`src/cache_pkg.sv`:
```
package cache_pkg;

  // address and data widths, in words
  localparam int ADDR_W = 32;
  localparam int WORD_W = 32;
  localparam int WORDS_PER_LINE = 4;
  localparam int LINE_W = WORDS_PER_LINE * WORD_W;
  localparam int OFFSET_W = $clog2(WORDS_PER_LINE);
  localparam int TAG_W = ADDR_W - OFFSET_W;

  // each cache is fully associative with this many lines
  localparam int NUM_LINES = 4;
  localparam int LINE_IDX_W = $clog2(NUM_LINES);

  // backing memory size, upper address bits are dropped
  localparam int MEM_WORDS = 256;
  localparam int MEM_IDX_W = $clog2(MEM_WORDS);

  // cycles from mem_start to resp_valid
  localparam int MEM_LATENCY = 4;
  localparam int LAT_W = 3;

  typedef logic [ADDR_W-1:0] addr_t;
  typedef logic [WORD_W-1:0] word_t;
  typedef logic [LINE_W-1:0] line_t;
  typedef logic [TAG_W-1:0] tag_t;
  typedef logic [LINE_IDX_W-1:0] line_idx_t;

  typedef enum logic [1:0] {
    arb_idle,
    arb_grant_1,
    arb_grant_2
  } arb_state_t;

  // reset content of a memory word: index in the low half, its inverse above
  function automatic word_t mem_init_word(input addr_t idx);
    word_t value;
    value = {~idx[WORD_W/2-1:0], idx[WORD_W/2-1:0]};
    return value;
  endfunction

endpackage

```
`src/mem_latency_timer.sv`:
```
module mem_latency_timer
  import cache_pkg::*;
(
  input  logic clk,
  input  logic arst_n,
  input  logic start,
  output logic done,
  output logic busy
);

  logic [LAT_W-1:0] count;

  // the start cycle and the memory output register take two of the
  // latency cycles, the counter covers the rest
  always_ff @(posedge clk or negedge arst_n) begin
    if (!arst_n) begin
      count <= '0;
      busy  <= 1'b0;
    end else if (start) begin
      count <= LAT_W'(MEM_LATENCY - 2);
      busy  <= 1'b1;
    end else if (busy) begin
      if (count == '0) begin
        busy <= 1'b0;
      end else begin
        count <= count - 1'b1;
      end
    end
  end

  assign done = busy && (count == '0);

  // the arbiter only starts a new access after the previous response
  a_no_overlap: assert property (
    @(posedge clk) disable iff (!arst_n)
    start |-> !busy
  ) else $error("mem_latency_timer: start while an access is in flight");

endmodule

```
`config.mk`:
```
export PLATFORM = sky130hd
export DESIGN_NAME = mem_latency_timer
export DESIGN_NICKNAME = d
export VERILOG_FILES = /design/src/cache_pkg.sv /design/src/mem_latency_timer.sv
export SDC_FILE = /design/constraint.sdc
export NUM_CORES = 1
export LEC_CHECK = 0
export BUFFER_PORTS_ARGS = -buffer_cell sky130_fd_sc_hd__buf_2
export CAP_MARGIN = 20
export CORE_AREA = 3 3 40 42
export CTS_CLUSTER_DIAMETER = 40
export DETAILED_ROUTE_END_ITERATION = 10
export DIE_AREA = 0 0 43 45
export GPL_TIMING_DRIVEN = 0
export PLACE_DENSITY_LB_ADDON = 0.3
export SETUP_SLACK_MARGIN = 0.1
export SLEW_MARGIN = 15
export SYNTH_ARGS = -nofsm -noshare
export SYNTH_HDL_FRONTEND = slang
export SYNTH_SLANG_ARGS = --single-unit
```
`constraint.sdc`:
```
create_clock -name clk -period 1.2 [get_ports clk]
set_clock_uncertainty 0.1 [all_clocks]
set_input_delay 0.12 -clock clk [delete_from_list [all_inputs] [get_ports clk]]
set_output_delay 0.12 -clock clk [all_outputs]
set_load 0.1 [all_outputs]
```
==> results.cfg <==
[timing]
slew_headroom_pct = 89.93
worst_slew_pin_slew_ns = 0.1468
period_share_pct = 117.2
maxSlewViolCount = 0
fmax_mhz = 711.1
setup-violations-final = 4
holdWs_ns = 0.1049
setup_slack_ns = -0.2064
finalHoldViolCount = 0
period_needed_ns = 1.406
grt_setup_unrepaired = true

[floorplan]
rows = 13
die-area_um2 = 1935
start_util_pct = 17.72
core_um2 = 1285
io_pins = 5
die_h_um = 45
die_x_um = 43

[setup_path]
endpoint_kind = output port
r2r-end = count[1]
cp-startpoint = count[1]
crit_chain = inv_2 -> ha_4 -> nand2b_4 -> nor2_4 -> buf_12
rr_worst_depth = 5
r2r-start = count[1]
cp_max_fo = 4
crit_type = register to output port
arrival_ns = 1.19
rrSetupSlack_ns = -0.07
start_kind = register
max_stage_delay_ns = 0.38
required_ns = 0.98
slowest_stage = dfrtp_1

[global_route]
grt_max_degree = 7
gr-total-overflow = 0
antenna_found_initial = 0
grt_pass1_wl_um = 862
gr-usage-all-layers_pct = 6.349
grt_pass1_vias = 230

[drt]
num_vias = 203
wl_per_cell_um = 8.173
wirelength_um = 425
ant_nets = 0
initialDrtViolationCount = 2
drc = 0
viasPerCell = 3.904
drtPass1Iterations = 4

[finish]
final_core_util_pct = 32.33
nFillCells = 147
layout_common_cells = buf_4, inv_2, nor2_1, clkbuf_4, dfrtp_1
layout-drive-gt1-share_pct = 59.46
layout_commonest_cell = buf_4
fin_nets = 43
diodes = 0
layout.cells.non_filler = 52
multi_input_area_um2 = 155.1
register_area_um2 = 103.9
synthToLayoutAreaGrowth_pct = 82.42

[run_status]
status = finished with violations
violations = negative setup slack

[pwr]
p_leak_uw = 0.0001862
power.density_nw_per_um2 = 2847
ir_worst_vdd_uv = 1069

[synth]
synth_adder_area_share_pct = 10.99
postSynthCellCount = 23
yosys_register_bits = 4
ys_warn_count = 0
synth.area.mux_share_pct = 4.396
synth_compound_area_share_pct = 6.044
synthSimpleGateAreaFrac_pct = 29.67
synth_top_family_by_area = simple AND/OR/NAND/NOR gates
avgSynthCellArea_um2 = 9.901
synth_xor_area_share_pct = 0
synthesis.area_um2 = 227.7
yosysSeqAreaShare_pct = 43.96
synth_nets = 28
ys_types = 14

[clocking]
cts.clk_slew.worst_paths_ns = 0.04
ctsRootBufferMaster = clkbuf_4
cts.sinks = 4
htreeDepth = 1
clk_latency_ns = 0.24
clockBufferDepth = 2
cts_buffers = 3
cts_tree = done

[place]
placed_cells = 42
place_ws_ns = -0.2128
place.gp.congestion = 0.6046
portBuffers = 4
hpwl_um = 311.3

[min_path]
min_path_type = primary input to asynchronous set/reset pin

[run]
cap_violations = 0
-- cells in the mapped netlist (all sizes together) --
library cell,number,area (µm²)
nor2,4,15.01
nand4b,1,8.760
nand2b,2,20.02
and2,1,8.760
or2,1,6.260
mux2i,1,10.01
nand3,1,5.000
ha,2,25.02
o21ai,1,5.000
dfrtp,4,100.1
inv,3,11.26
nand2,1,3.750
o31a,1,8.760
-- where the power goes --
| group | switching [µW] | total, µW | leakage (µW) | internal (µW) |
|---|---|---|---|---|
| clock | 59.1 | 184 | 0.0000150 | 125 |
| sequential | 51.1 | 247 | 0.0000460 | 196 |
| combinational | 405 | 751 | 0.000125 | 347 |
-- area by class of cell --
class                           instances  area share (%)
Tap cell                               15           4.518
Clock buffer                            4           6.325
Timing Repair Buffer                   10           24.10
Inverter                                3           2.711
Multi-Input combinational cell         16           37.35
Sequential cell                         4           25.00
-- critical path, delay by kind of cell (launching register included) --
family | cells | cell delay, ns
flops | 1 | 0.38
buf+inv | 2 | 0.26
simple gates | 2 | 0.17
fa+ha+maj | 1 | 0.14
-- cell families after synthesis --
logic type | Yosys count
adder cells (fa/ha/maj) | 2
AND/OR/NAND/NOR | 11
buffers and inverters | 3
flip-flops | 4
AO/OA/AOI/OAI | 2
multiplexers | 1
-- worst max path at each step --
stage	end	slack, ns	depth (start not counted)
global route	done	-0.28	5
CTS	done	-0.22	5
detailed placement	done	-0.21	5
floorplan	done	-0.19	2
finish	done	-0.21	5
global placement	done	-0.21	5
-- layer usage --
| metal | share of wire [%] | track usage (%) |
|---|---|---|
| met5 | 0 | 0 |
| met4 | 0 | 7.229 |
| met3 | 5.9 | 1.195 |
| met2 | 52 | 10.18 |
| met1 | 42 | 6.569 |
-- registers in the layout, indices dropped and copies added (netlist names) --
| name | count |
|---|---|
| count | 3 |
| busy | 1 |
-- metrics by stage --
step	setup TNS, ns	cell area [µm²]	total power, µW
floorplan	-0.2622	251.5	705.3
global placement	-0.3687	290.3	776.2
detailed placement	-0.3899	290.3	787.5
CTS	-0.4068	415.4	1200
global route	-0.5981	415.4	1279
finish	-0.3190	415.4	1183
-- timing repair --
item	in CTS	in global routing
resized for setup	13	0
pin swaps	4	2
endpoints found under the hold margin	5	0
hold buffers	2	0
setup endpoints to repair	6	6
setup buffers	4	0
Note: power is estimated with default switching activity, not from simulation.
