<file path="config.mk">
export PLATFORM = sky130hd
export DESIGN_NAME = dcache
export DESIGN_NICKNAME = d
export VERILOG_FILES = /design/src/cache_pkg.sv /design/src/line_store.sv /design/src/dcache.sv
export SDC_FILE = /design/constraint.sdc
export NUM_CORES = 1
export LEC_CHECK = 0
export ABC_CLOCK_PERIOD_IN_PS = 8900
export BUFFER_PORTS_ARGS = -buffer_cell sky130_fd_sc_hd__clkbuf_2
export CORE_MARGIN = 2
export CORE_UTILIZATION = 48
export CTS_CLUSTER_DIAMETER = 200
export DETAILED_ROUTE_END_ITERATION = 7
export GPL_TIMING_DRIVEN = 0
export PLACE_DENSITY = 0.68
export SETUP_SLACK_MARGIN = 0.3
export SLEW_MARGIN = 20
export SYNTH_ARGS = -nofsm -noshare
export SYNTH_HDL_FRONTEND = slang
export SYNTH_HIERARCHICAL = 1
export SYNTH_SLANG_ARGS = --single-unit
</file>
<file path="constraint.sdc">
create_clock -name clk -period 8.9 [get_ports clk]
set_input_delay 2.67 -clock clk [delete_from_list [all_inputs] [get_ports clk]]
set_output_delay 2.67 -clock clk [all_outputs]
set_load 0.01 [all_outputs]
</file>
<file path="src/cache_pkg.sv">
package cache_pkg;

  // address and data widths, in words
  localparam int ADDR_W = 32;
  localparam int WORD_W = 32;
  localparam int WORDS_PER_LINE = 4;
  localparam int LINE_W = WORDS_PER_LINE * WORD_W;
  localparam int OFFSET_W = $clog2(WORDS_PER_LINE);
  localparam int TAG_W = ADDR_W - OFFSET_W;

  // each cache is fully associative with this many lines
  localparam int NUM_LINES = 4;
  localparam int LINE_IDX_W = $clog2(NUM_LINES);

  // backing memory size, upper address bits are dropped
  localparam int MEM_WORDS = 256;
  localparam int MEM_IDX_W = $clog2(MEM_WORDS);

  // cycles from mem_start to resp_valid
  localparam int MEM_LATENCY = 4;
  localparam int LAT_W = 3;

  typedef logic [ADDR_W-1:0] addr_t;
  typedef logic [WORD_W-1:0] word_t;
  typedef logic [LINE_W-1:0] line_t;
  typedef logic [TAG_W-1:0] tag_t;
  typedef logic [LINE_IDX_W-1:0] line_idx_t;

  typedef enum logic [1:0] {
    arb_idle,
    arb_grant_1,
    arb_grant_2
  } arb_state_t;

  // reset content of a memory word: index in the low half, its inverse above
  function automatic word_t mem_init_word(input addr_t idx);
    word_t value;
    value = {~idx[WORD_W/2-1:0], idx[WORD_W/2-1:0]};
    return value;
  endfunction

endpackage

</file>
<file path="src/line_store.sv">
module line_store
  import cache_pkg::*;
(
  input  logic  clk,
  input  logic  arst_n,
  input  tag_t  lookup_tag,
  output logic  hit,
  output line_t rd_line,
  input  logic  fill_en,
  input  tag_t  fill_tag,
  input  line_t fill_data,
  input  logic  inval_en
);

  logic [NUM_LINES-1:0] valid;
  logic [NUM_LINES-1:0] match;
  tag_t                 tags  [NUM_LINES];
  line_t                lines [NUM_LINES];
  line_idx_t            fill_ptr;

  // compare against every entry in parallel, matches are one-hot at most
  // so the read side can simply OR the selected lines together
  always_comb begin
    rd_line = '0;
    for (int i = 0; i < NUM_LINES; i++) begin
      match[i] = valid[i] && (tags[i] == lookup_tag);
      if (match[i]) begin
        rd_line = rd_line | lines[i];
      end
    end
  end

  assign hit = |match;

  // valid bits and the FIFO pointer
  always_ff @(posedge clk or negedge arst_n) begin
    if (!arst_n) begin
      valid    <= '0;
      fill_ptr <= '0;
    end else begin
      if (inval_en) begin
        valid <= valid & ~match;
      end else if (fill_en) begin
        valid[fill_ptr] <= 1'b1;
        // pointer wraps, so the oldest fill is the next victim
        fill_ptr <= fill_ptr + 1'b1;
      end
    end
  end

  // tag and data arrays
  always_ff @(posedge clk) begin
    if (fill_en) begin
      tags[fill_ptr]  <= fill_tag;
      lines[fill_ptr] <= fill_data;
    end
  end

  // the controller only fills after a miss, so a tag can never sit twice
  a_single_match: assert property (
    @(posedge clk) disable iff (!arst_n)
    $onehot0(match)
  ) else $error("line_store: more than one valid entry matches the tag");

endmodule

</file>
<file path="src/dcache.sv">
module dcache
  import cache_pkg::*;
(
  input  logic  clk,
  input  logic  arst_n,
  input  logic  enable,
  input  logic  store,
  input  addr_t addr,
  input  word_t data_in,
  input  logic  grant,
  input  line_t fill_line,
  input  logic  resp_valid,
  output logic  mem_req,
  output logic  req_store,
  output addr_t req_addr,
  output word_t req_data,
  output logic  hit,
  output word_t data_out
);

  tag_t                lookup_tag;
  logic [OFFSET_W-1:0] word_sel;
  logic                line_hit;
  line_t               line_data;
  logic                resp_ours;
  logic                fill_en;
  logic                inval_en;

  // word address splits into a line tag and a word offset
  assign lookup_tag = addr[ADDR_W-1:OFFSET_W];
  assign word_sel   = addr[OFFSET_W-1:0];

  // the memory response is shared, only the granted cache may act on it
  assign resp_ours = grant & resp_valid;

  // a load miss allocates, a store drops any copy it finds
  assign fill_en  = enable & resp_ours & ~store & ~line_hit;
  assign inval_en = enable & resp_ours & store;

  line_store u_line_store (
    .clk        (clk),
    .arst_n     (arst_n),
    .lookup_tag (lookup_tag),
    .hit        (line_hit),
    .rd_line    (line_data),
    .fill_en    (fill_en),
    .fill_tag   (lookup_tag),
    .fill_data  (fill_line),
    .inval_en   (inval_en)
  );

  // stores always go to memory, loads only on a miss
  assign mem_req   = enable & (store | ~line_hit);
  assign req_store = store;
  assign req_addr  = addr;
  assign req_data  = data_in;

  // for a store, hit acts as the write acknowledge
  assign hit      = enable & (store ? resp_ours : line_hit);
  assign data_out = line_data[word_sel*WORD_W +: WORD_W];

  // the arbiter should never answer a cache that has no request up
  a_resp_needs_req: assert property (
    @(posedge clk) disable iff (!arst_n)
    resp_ours |-> mem_req
  ) else $error("dcache: granted response without an open request");

endmodule

</file>
==> out/qor.tcl <==
set qor(synth_xor_xnor_area_share) 0.0406
set qor(core_area_um2) 53800
set qor(fraction_of_synthesized_area_in_multiplexers) 0.0283
set qor(share_of_final_layout_standard_cells_stronger_than_drive_strength_1) 0.278
set qor(synthesis.area_per_instance_um2) 15.1
set qor(cts-root-buf) {sky130_fd_sc_hd__clkbuf_16}
set qor(pwr_density_nw_per_um2) 201
set qor(floorplan.rows) 85
set qor(area_growth_syn_to_layout_pct) 16.8
set qor(postLayoutCoreUtil) 0.567
set qor(vdd_drop_max_mv) 0.138
set qor(net-switching-power_mw) 1.28
set qor(detail_route.drc_violations) 0
set qor(slew-limit-headroom) 0.457
set qor(post-place-ws_ns) 0.445
set qor(detailedPlacementHpwl_mm) 47.3
set qor(hold_viol_final) 0
set qor(final_antenna_violating_net_count) 0
set qor(synth_warnings) 6
set qor(io-pin-count) 297
set qor(power.share.clock) 0.394
set qor(worstSkewPairLatency_ns) 0.63
set qor(commonest_cells_after_routing_fill_and_taps_aside) {sky130_fd_sc_hd__edfxtp_1 (632), sky130_fd_sc_hd__nand3_1 (521), sky130_fd_sc_hd__clkbuf_2 (263), sky130_fd_sc_hd__nand4_1 (158), sky130_fd_sc_hd__xnor2_1 (121)}
set qor(cts_htree_levels) 2
set qor(hold-path-cell-count) 1
set qor(cp_launch_type) {input port}
set qor(critical_path_class) {in2out}
set qor(routed_via_count) 16900
set qor(tritoncts) {done}
set qor(wire_per_inst_um) 25.2
set qor(syn_nets) 1930
set qor(avgViaCountPerCell) 5.97
set qor(combinational_family_with_the_most_area_after_synthesis) {simple AND/OR/NAND/NOR gates}
set qor(global_route_wire_length_before_repair_mm) 104
set qor(synthDistinctLibCells) 27
set qor(die_h_um) 237
set qor(grt_pass1_vias) 16500
set qor(r2r.worst_path.cells) 13
set qor(power.share.sequential) 0.559
set qor(grt_max_degree) 45
set qor(synth.ff_latch_count) 638
set qor(setup_viol) 0
set qor(holdCritStartpoint) {u_line_store/fill_ptr[0]}
set qor(routabilityCongestion) 0.794
set qor(worstPathRequired_ns) 6.23
set qor(buffer_ports.inserted) 263
set qor(critical_path.reg2reg.startpoint) {u_line_store/tags[2][25]}
set qor(num-nets-final) 2271
set qor(synth_compound_area_frac) 0.00240
set qor(fmax_mhz) 120
set qor(die-width_um) 237
set qor(power.internal_mw) 4.86
set qor(grt_antenna_before_repair) 26
set qor(drt-pass1-iter-count) 7
set qor(grt_setup_unrepaired) {no}
set qor(layout.cells.most_common) {sky130_fd_sc_hd__edfxtp_1}
set qor(slew_violations) 0
set qor(period_share) 0.935
set qor(synth_simple_gate_area_frac) 0.144
set qor(p_leak_nw) 10.4
set qor(wl_mm) 71.3
set qor(grt.overflow.total) 0
set qor(power.switching_fraction) 0.208
set qor(grtUsageTotal) 0.251
set qor(worstPathArrival_ns) 5.65
set qor(power_consumption_mw) 6.14
set qor(layout_min_cycle_time_ns) 8.32
set qor(outcome) {finished clean}
set qor(fp.dieArea_um2) 56200
set qor(worst_slack_ns) 0.577
set qor(count_of_routing_violations_after_the_opening_detailed_route_iteration) 1939
set qor(clk_path_buf_depth) 3
set qor(timing.hold.worst.class) {reg2reg}
set qor(combinationalPowerShare) 0.047
set qor(synthesis.area_um2) 26100
set qor(cp_max_fo) 10
set qor(fin_clk_skew_ns) 0.0242
set qor(holdBufCountCts) 0
set qor(post_synth_fa_ha_maj_area_fraction) 0.00192
set qor(post_synth_inst_count) 1728
set qor(timing_worst_slew_pin_value_ns) 0.814
set qor(cts.sink_count) 638
set qor(sequential_share_of_the_synthesized_area) 0.733
set qor(cts_buffers) 61
set qor(max_cap_violations) 0
set qor(startpoint) {addr[28]}
set qor(fin_tns_setup_ns) 0
set qor(clk_transition_reported_paths_ns) 0.07
set qor(floorplan.initialDensity) 0.485
set qor(endpoint_kind) {output port}
-- per-layer routing --
layer	part of all wire	track usage	vias to the layer above
li1	-	-	7375
met1	0.38	0.326	8422
met3	0.096	0.0612	138
met2	0.49	0.414	916
met5	0.0024	0	-
met4	0.028	0.0892	26
-- worst paths after layout --
check | endpoint | slack, ns
worst max-delay path | data_out[15] | 0.58
worst min-delay path | u_line_store/fill_ptr[0] | 0.54
worst max register to register | u_line_store/lines[1][10] | 4.54
worst min register to register | u_line_store/fill_ptr[0] | 0.54
max in group asynchronous | u_line_store/valid[1] | 6.88
min in group asynchronous | u_line_store/fill_ptr[1] | 1.85
-- cells by family (layout without fill, tap and decap cells) --
family	Yosys count	count (layout)
flip-flops	638	638
XOR/XNOR	121	121
adder cells (fa/ha/maj)	4	4
other	0	12
AO/OA/AOI/OAI	10	10
buffers and inverters	218	608
AND/OR/NAND/NOR	704	704
multiplexers	33	33
-- critical path, cell delays in order --
cell and delay (ns):
sky130_fd_sc_hd__clkbuf_2 0.14, sky130_fd_sc_hd__clkbuf_1 0.28, sky130_fd_sc_hd__xnor2_1 0.16, sky130_fd_sc_hd__nand4_1 0.26, sky130_fd_sc_hd__nor4_4 0.61, sky130_fd_sc_hd__buf_2 0.44, sky130_fd_sc_hd__buf_2 0.35, sky130_fd_sc_hd__nand3_1 0.11
sky130_fd_sc_hd__nand4_1 0.15, sky130_fd_sc_hd__mux4_2 0.31, sky130_fd_sc_hd__clkbuf_2 0.14
-- stage by stage --
stage	area [µm²]	cells	hold WS (ns)
after floorplan	26100	1728	0.491
after global placement	28300	2687	0.508
after detailed placement	28600	2702	0.532
after CTS	30500	2814	0.543
after global routing	30500	2824	0.565
final	30500	2826	0.543
-- state kept, by name (all words and copies together) (netlist names) --
name	flops
u_line_store/lines	512
u_line_store/tags	120
u_line_store/valid	4
u_line_store/fill_ptr	2
-- cell type report --
| cell class | count | area [µm²] |
|---|---|---|
| multi-input cells | 872 | 5700 |
| plain buffers | 214 | 1270 |
| flip-flops and latches | 638 | 19100 |
| fillers | 4252 | 23300 |
| well taps | 696 | 871 |
| clock buffers | 78 | 1590 |
| repair buffers | 278 | 1650 |
| diodes | 12 | 30.0 |
| clock inverters | 34 | 236 |
| inverters | 4 | 15.0 |
-- Yosys cell counts --
library cell | count | area (µm²)
sky130_fd_sc_hd__edfxtp_1 | 632 | 19000
sky130_fd_sc_hd__nand3_1 | 521 | 2610
sky130_fd_sc_hd__nand4_1 | 158 | 988
sky130_fd_sc_hd__xnor2_1 | 121 | 1060
sky130_fd_sc_hd__buf_2 | 114 | 571
sky130_fd_sc_hd__buf_4 | 72 | 541
sky130_fd_sc_hd__mux4_2 | 30 | 676
sky130_fd_sc_hd__clkbuf_1 | 23 | 86.3
sky130_fd_sc_hd__a21oi_1 | 6 | 30.0
sky130_fd_sc_hd__dfrtp_1 | 6 | 150
sky130_fd_sc_hd__nor4_2 | 6 | 75.1
sky130_fd_sc_hd__and2_1 | 5 | 31.3
sky130_fd_sc_hd__nor2_1 | 5 | 18.8
sky130_fd_sc_hd__ha_1 | 4 | 50.1
sky130_fd_sc_hd__inv_1 | 4 | 15.0
sky130_fd_sc_hd__nor4_1 | 4 | 25.0
sky130_fd_sc_hd__buf_12 | 3 | 60.1
sky130_fd_sc_hd__nand2_1 | 3 | 11.3
sky130_fd_sc_hd__a41oi_1 | 2 | 17.5
sky130_fd_sc_hd__mux4_1 | 2 | 52.6
sky130_fd_sc_hd__a21boi_0 | 1 | 7.51
sky130_fd_sc_hd__a22oi_1 | 1 | 7.51
sky130_fd_sc_hd__buf_1 | 1 | 3.75
sky130_fd_sc_hd__buf_6 | 1 | 11.3
sky130_fd_sc_hd__mux2_2 | 1 | 11.3
sky130_fd_sc_hd__nand2b_1 | 1 | 6.26
sky130_fd_sc_hd__nor3_1 | 1 | 5.00
-- power by group through the flow --
stage	Sequential, mW	Clock [mW]	Combinational (mW)
after CTS	3.43	2.45	0.292
after detailed placement	3.49	0	0.291
after global placement	3.52	0	0.264
final	3.43	2.42	0.290
after floorplan	3.50	0	0.148
after global routing	3.44	2.57	0.316
-- what timing repair did --
action | in CTS | in global routing
buffers inserted | 0 | 0
resized for setup | 0 | 1
endpoints found under the setup margin | 0 | 1
Note: power is estimated with default switching activity, not from simulation.
