File: config.mk
export PLATFORM = sky130hd
export DESIGN_NAME = bus_arbiter
export DESIGN_NICKNAME = d
export VERILOG_FILES = /design/src/cache_pkg.sv /design/src/bus_arbiter.sv
export SDC_FILE = /design/constraint.sdc
export NUM_CORES = 1
export LEC_CHECK = 0
export ABC_AREA = 1
export ABC_CLOCK_PERIOD_IN_PS = 1800
export BUFFER_PORTS_ARGS = -buffer_cell sky130_fd_sc_hd__buf_2
export CORE_AREA = 2 2 78 80
export CTS_CLUSTER_DIAMETER = 150
export DETAILED_ROUTE_END_ITERATION = 8
export DIE_AREA = 0 0 80 82
export PLACE_DENSITY = 0.67
export SLEW_MARGIN = 20
export SYNTH_ARGS = -nofsm -noshare
export SYNTH_HDL_FRONTEND = slang
export SYNTH_SLANG_ARGS = --single-unit
File: constraint.sdc
create_clock -name clk -period 1.8 [get_ports clk]
set_input_delay 0.09 -clock clk [delete_from_list [all_inputs] [get_ports clk]]
set_output_delay 0.09 -clock clk [all_outputs]
set_load 0.02 [all_outputs]
File: src/cache_pkg.sv
package cache_pkg;

  // address and data widths, in words
  localparam int ADDR_W = 32;
  localparam int WORD_W = 32;
  localparam int WORDS_PER_LINE = 4;
  localparam int LINE_W = WORDS_PER_LINE * WORD_W;
  localparam int OFFSET_W = $clog2(WORDS_PER_LINE);
  localparam int TAG_W = ADDR_W - OFFSET_W;

  // each cache is fully associative with this many lines
  localparam int NUM_LINES = 4;
  localparam int LINE_IDX_W = $clog2(NUM_LINES);

  // backing memory size, upper address bits are dropped
  localparam int MEM_WORDS = 256;
  localparam int MEM_IDX_W = $clog2(MEM_WORDS);

  // cycles from mem_start to resp_valid
  localparam int MEM_LATENCY = 4;
  localparam int LAT_W = 3;

  typedef logic [ADDR_W-1:0] addr_t;
  typedef logic [WORD_W-1:0] word_t;
  typedef logic [LINE_W-1:0] line_t;
  typedef logic [TAG_W-1:0] tag_t;
  typedef logic [LINE_IDX_W-1:0] line_idx_t;

  typedef enum logic [1:0] {
    arb_idle,
    arb_grant_1,
    arb_grant_2
  } arb_state_t;

  // reset content of a memory word: index in the low half, its inverse above
  function automatic word_t mem_init_word(input addr_t idx);
    word_t value;
    value = {~idx[WORD_W/2-1:0], idx[WORD_W/2-1:0]};
    return value;
  endfunction

endpackage

File: src/bus_arbiter.sv
module bus_arbiter
  import cache_pkg::*;
(
  input  logic  clk,
  input  logic  arst_n,
  input  logic  req_1,
  input  logic  req_2,
  input  logic  store_1,
  input  addr_t addr_1,
  input  word_t data_1,
  input  logic  store_2,
  input  addr_t addr_2,
  input  word_t data_2,
  output logic  grant_1,
  output logic  grant_2,
  output logic  mem_start,
  output logic  mem_store,
  output addr_t mem_addr,
  output word_t mem_data,
  input  logic  resp_valid
);

  arb_state_t state;
  arb_state_t state_next;
  logic       last_2;
  logic       last_2_next;
  logic       start_next;

  // on a tie, the port that was not served last wins
  always_comb begin
    state_next  = state;
    last_2_next = last_2;
    start_next  = 1'b0;
    case (state)
      arb_idle: begin
        if (req_1 && (!req_2 || last_2)) begin
          state_next  = arb_grant_1;
          last_2_next = 1'b0;
          start_next  = 1'b1;
        end else if (req_2) begin
          state_next  = arb_grant_2;
          last_2_next = 1'b1;
          start_next  = 1'b1;
        end
      end
      arb_grant_1, arb_grant_2: begin
        // the grant is held for the whole access
        if (resp_valid) begin
          state_next = arb_idle;
        end
      end
      default: state_next = arb_idle;
    endcase
  end

  // last_2 starts high so port 1 takes the first tie
  always_ff @(posedge clk or negedge arst_n) begin
    if (!arst_n) begin
      state     <= arb_idle;
      last_2    <= 1'b1;
      mem_start <= 1'b0;
    end else begin
      state     <= state_next;
      last_2    <= last_2_next;
      mem_start <= start_next;
    end
  end

  assign grant_1 = (state == arb_grant_1);
  assign grant_2 = (state == arb_grant_2);

  assign mem_store = grant_2 ? store_2 : store_1;
  assign mem_addr  = grant_2 ? addr_2  : addr_1;
  assign mem_data  = grant_2 ? data_2  : data_1;

  a_grant_exclusive: assert property (
    @(posedge clk) disable iff (!arst_n)
    !(grant_1 && grant_2)
  ) else $error("bus_arbiter: both grants high");

  // memory must only answer an access this arbiter started
  a_no_resp_idle: assert property (
    @(posedge clk) disable iff (!arst_n)
    resp_valid |-> (state != arb_idle)
  ) else $error("bus_arbiter: resp_valid while idle");

endmodule

==> flow_summary.ini, run 1 <==
[place]
dp.cells = 373
dp_hpwl_mm = 4.148
port_buffers = 202
place_congestion = 0.7197

[global_route]
grt_antenna_before_repair = 0
track_usage = 0.1262
grt_max_degree = 34
grt_util_met2 = 0.2508
grt_pass1_vias = 1403
grtUsageMet3 = 0.02527
grt_pass1_wl_mm = 6.458
grt_use_met1 = 0.1373
busiest_layer = met2
grt_remaining_overflow = 0

[timing]
finalMaxSlewViolations = 0
finalCriticalPeriod_ps = 1780
holdWs_ps = 173.8
rsz0062_at_grt = true
fin_crit_sh = 0.9887
finalHoldViolations = 0
setup_viol = 0
worst_slew_pin_slew_ps = 260.5
slew_headroom = 0.8257
clock.fmax_mhz = 561.9
clock_skew_ps = 4.360

[pwr]
power.leakage_nw = 1.424
p_per_area_mw_per_mm2 = 1344
peakVddDrop_v = 0.0006864

[worst_hold_path]
hold_class = in2reg

[clock_tree]
insertion_delay_ps = 220
clk_pin_slew_worst_paths_ps = 40
cts_tree = yes
clock_path_buffers = 2
cts_buffers = 3
postCtsSetupBuffers = 0
cts_sinks = 4
clock-root-buffer = clkbuf_8
htreeDepth = 1

[floorplanning]
start_util = 0.2121
fp.dieH_um = 82
io_pins = 203
core_sq_mm = 0.005746
dieArea_sq_mm = 0.006560
floorplan.die.width_um = 80
rows = 28

[worst_setup_path]
cp-end-kind = output pin
critPathLaunchType = flip-flop
worstPathRequired_ps = 1710
cp_max_fo = 16
critPathArrivalTime_ps = 1690
critical_path_class = reg2out

[synth]
seq_area_frac_synth = 0.08316
avgSynthCellArea_sq_um = 12.07
syn_nets = 239
synth_top_area_frac = 0.6160
synthCells = 101
synthesis.area_sq_mm = 0.001219
ys_warn_count = 0
yosys-top-cells-area = mux2_4 (62%), mux2_2 (14%), dfrtp_1 (6.2%)
yosys.area.top_type = mux2_4
synth_cell_type_count = 13
yosys_register_bits = 4

[detailed_routing]
drt_iter0_drc = 19
wl_per_cell_um = 12.83
antenna_left = 0
via_per_inst = 4.113
wirelength_mm = 4.862
drcViolationCount = 0
dr.pass1.iters = 4
vias = 1559

[run_status]
outcome = complete, no violations

[finish]
nFillCells = 594
drive_above_1_share = 0.9079
syn2layout_area_growth_pct = 96.20
final_util = 0.4162
stdcell_count = 379
n_antenna_cell = 0
final_nets = 443

[flow_run]
cap_violations = 0
-- Yosys cell counts --
master	instances
mux2_4	50
mux2_2	15
nand2_1	10
buf_6	6
inv_1	6
dfrtp_1	3
ha_1	3
nand3_1	2
nor2_1	2
a21oi_1	1
buf_2	1
dfstp_2	1
o21ai_0	1
-- area by class of cell --
cell class                      instances  area, sq um  share of cell area
Timing Repair Buffer                  206         1094              0.4574
Multi-Input combinational cell         84         1035              0.4328
Sequential cell                         4        101.3             0.04239
Tap cell                               75        93.84             0.03925
Clock buffer                            4        45.04             0.01884
Inverter                                6        22.52            0.009419
-- state kept, by name, indices dropped and copies added (netlist names) --
signal and flops:
last_2 1, mem_start 1, state 2
-- layer usage --
layer  routed length, um  up-vias
met2                2587      101
met1                1681      688
met5                   0        -
met3                 560        3
li1                    -      767
met4                  32        0
-- where the power goes --
part	total, mW	switching [mW]	internal (mW)	leakage (nW)
combinational	2.83	1.42	1.41	1.35
clock	0.209	0.0568	0.152	0.0228
sequential	0.172	0.0290	0.143	0.0484
-- critical path, cell delays in order, from the launching register on --
cell	delay [ps]
dfrtp_1	400
inv_2	90
ha_4	180
bufbuf_16	320
mux2_4	300
buf_2	160
-- through the flow --
step | worst slack (ps) | setup TNS (ps) | power (mW) | cell area [sq um]
6_report | 20.29 | 0 | 3.213 | 2391
5_1_grt | -43.12 | -595.8 | 3.416 | 2391
4_1_cts | -52.08 | -864.0 | 3.262 | 2391
3_5_place_dp | 202.1 | 0 | 2.919 | 2303
3_3_place_gp | 222.7 | 0 | 2.885 | 2303
2_1_floorplan | 261.9 | 0 | 2.252 | 1219
-- cells in the final DEF, fill, tap and decap left out --
cell	instances
buf_2	202
mux2_4	50
mux2_2	15
nand2_1	10
inv_1	5
clkbuf_8	3
dfrtp_1	3
nor2_1	2
nand3_1	2
ha_1	2
buf_12	2
inv_2	1
a21oi_1	1
o21ai_0	1
ha_4	1
clkbuf_1	1
bufbuf_16	1
dlygate4sd3_1	1
dfstp_2	1
-- worst paths after layout --
path	start	end	slack [ps]	cells after the start
min in group asynchronous	arst_n	state[0]$_DFFE_PN0P_	200	2
min	req_1	last_2$_DFFE_PN1P_	170	4
min reg2reg	last_2$_DFFE_PN1P_	last_2$_DFFE_PN1P_	520	2
max in group asynchronous	arst_n	last_2$_DFFE_PN1P_	1390	2
max reg2reg	state[1]$_DFFE_PN0P_	state[0]$_DFFE_PN0P_	570	6
max	state[0]$_DFFE_PN0P_	mem_data[14]	20	5
-- logic make-up (layout without fill, tap and decap cells) --
family | Yosys count | in the layout | share of synthesized area
AO/OA/AOI/OAI | 2 | 2 | 0.008206
buffers and inverters | 13 | 216 | 0.07802
adder cells (fa/ha/maj) | 3 | 3 | 0.03080
AND/OR/NAND/NOR | 14 | 14 | 0.04518
multiplexers | 65 | 65 | 0.7546
flip-flops | 4 | 4 | 0.08316
-- timing repair --
item,CTS,global route
gates resized for setup,0,1
hold buffers,1,0
hold endpoints to repair,4,0
gates cloned,1,0
setup endpoints to repair,4,51
(Power assumes the default switching activity.)
==> run 2: changes to the inputs <==
--- a/config.mk
+++ b/config.mk
@@ -9,6 +9,7 @@
 export ABC_CLOCK_PERIOD_IN_PS = 1800
 export BUFFER_PORTS_ARGS = -buffer_cell sky130_fd_sc_hd__buf_2
 export CORE_AREA = 2 2 78 80
+export CTS_BUF_LIST = sky130_fd_sc_hd__clkbuf_16
 export CTS_CLUSTER_DIAMETER = 150
 export DETAILED_ROUTE_END_ITERATION = 8
 export DIE_AREA = 0 0 80 82
==> run 2 against run 1 <==
Flip-flop and latch count unchanged. Hold slack worse by 3.1 ps. Clock skew decreased by 1.1 ps. Non-clock buffer count unchanged. Power rose by 4.5%.
==> flow_summary.ini, run 2 (synthesis results as in run 1) <==
[detailed_routing]
dr.pass1.iters = 4
wl_per_cell_um = 12.84
via_per_inst = 4.156
drt_iter0_drc = 15
wirelength_mm = 4.867
antenna_left = 0
drcViolationCount = 0
vias = 1575

[timing]
clock_skew_ps = 3.309
finalCriticalPeriod_ps = 1782
finalMaxSlewViolations = 0
slew_headroom = 0.8286
clock.fmax_mhz = 561.3
setup_viol = 0
fin_crit_sh = 0.9898
finalHoldViolations = 0
holdWs_ps = 170.7
worst_slew_pin_slew_ps = 256.1
rsz0062_at_grt = true

[finish]
fin_area_sq_mm = 0.002425
final_nets = 443
nFillCells = 589
n_antenna_cell = 0
drive_above_1_share = 0.9079
final_common_cell = buf_2
final_cell_mix = buf_2 (202), mux2_4 (50), mux2_2 (15), nand2_1 (10), inv_1 (6)
largest_reg_flops = 2
reg_top3 = state (2), last_2 (1), mem_start (1)
regMostFlops = state
syn2layout_area_growth_pct = 98.97

[pwr]
p_comb_frac = 0.842
p_per_area_mw_per_mm2 = 1385
seq_power_share = 0.051
finalPower_mw = 3.359
switching_share = 0.4513
p_clk_frac = 0.107
power.leakage_nw = 1.444
p_sw_mw = 1.516
internal_power_mw = 1.843
peakVddDrop_v = 0.0007842

[place]
port_buffers = 202
dp_hpwl_mm = 4.148
place_congestion = 0.7197
placed_cell_area_sq_mm = 0.002303

[worst_setup_path]
cp_max_fo = 16
crit_slowest_cell = dfrtp_1
cp_top_family = buffers and inverters
worstPathRequired_ps = 1710
ff2ff_path_depth = 6
cpPeakStageDelay_ps = 390
cp-end-kind = output pin
critPathLaunchType = flip-flop
cp_num_buf_inv = 3
critical_path_class = reg2out
path_depth = 5
worstPathCellList = inv_2 > ha_4 > bufbuf_16 > mux2_4 > buf_2
critPathArrivalTime_ps = 1690

[floorplanning]
rows = 28
start_util = 0.2121
fp.dieH_um = 82
io_pins = 203
floorplan.die.width_um = 80
dieArea_sq_mm = 0.006560
core_sq_mm = 0.005746

[run_status]
outcome = complete, no violations

[clock_tree]
cts_tree = yes
clock_path_buffers = 2
cts_buffers = 3
cts_sinks = 4
insertion_delay_ps = 230
clock-root-buffer = clkbuf_16
clk_pin_slew_worst_paths_ps = 30
htreeDepth = 1
postCtsSetupBuffers = 0

[global_route]
grt_max_degree = 34
grt_remaining_overflow = 0
grt_pass1_wl_mm = 6.458
grt_pass1_vias = 1410
grt_antenna_before_repair = 0
track_usage = 0.1271

[flow_run]
cap_violations = 0

[worst_hold_path]
hold_depth = 4
hold_class = in2reg
-- run 2: path summary, 6_finish.rpt --
check | start | slack, ps | end
max reg2reg | state[1]$_DFFE_PN0P_ | 590 | state[0]$_DFFE_PN0P_
min | req_1 | 170 | last_2$_DFFE_PN1P_
max in group asynchronous | arst_n | 1400 | last_2$_DFFE_PN1P_
min reg2reg | last_2$_DFFE_PN1P_ | 520 | last_2$_DFFE_PN1P_
max | state[0]$_DFFE_PN0P_ | 20 | mem_data[14]
min in group asynchronous | arst_n | 190 | state[1]$_DFFE_PN0P_
-- run 2: final cells by class --
cell class / count / area [sq um] / share of cell area
clock buffers: 3 / 75.07 / 0.03096
repair buffers: 206 / 1094 / 0.4510
multi-input cells: 84 / 1035 / 0.4267
flip-flops and latches: 4 / 101.3 / 0.04180
clock inverters: 1 / 3.754 / 0.001548
inverters: 6 / 22.52 / 0.009288
well taps: 75 / 93.84 / 0.03870
-- run 2: worst min-delay path: stages --
cell     delay [ps]
buf_2            90
nand2_1          70
nand2_1          60
o21ai_0          70
-- run 2: repair_timing --
item                       4_1_cts  5_1_grt
cloned                           1        0
setup endpoints to repair        3       51
resized for setup                0        1
hold buffers                     1        0
hold endpoints to repair         4        0
-- run 2: layer usage --
| layer | vias up | track usage | part of all wire |
|---|---|---|---|
| met3 | 6 | 0.02967 | 0.12 |
| met1 | 698 | 0.1366 | 0.34 |
| li1 | 768 | - | - |
| met5 | - | 0 | 0 |
| met4 | 0 | 0.03390 | 0.010 |
| met2 | 103 | 0.2475 | 0.53 |
-- run 2: per-stage QoR --
step	util	instances	setup TNS (ps)	setup WS, ps
4_1_cts	0.4220	379	-689.2	-47.52
3_5_place_dp	0.4009	373	0	202.1
2_1_floorplan	-	101	0	261.9
5_1_grt	0.4220	379	-564.8	-41.91
6_report	0.4220	379	0	18.43
3_3_place_gp	0.4009	373	0	222.7
-- run 2: power groups by stage --
stage	registers (mW)	logic, mW	clock network [mW]
floorplan	0.177	2.07	0
global placement	0.169	2.72	0
detailed placement	0.172	2.75	0
CTS	0.170	2.87	0.365
global route	0.177	3.02	0.370
finish	0.171	2.83	0.360
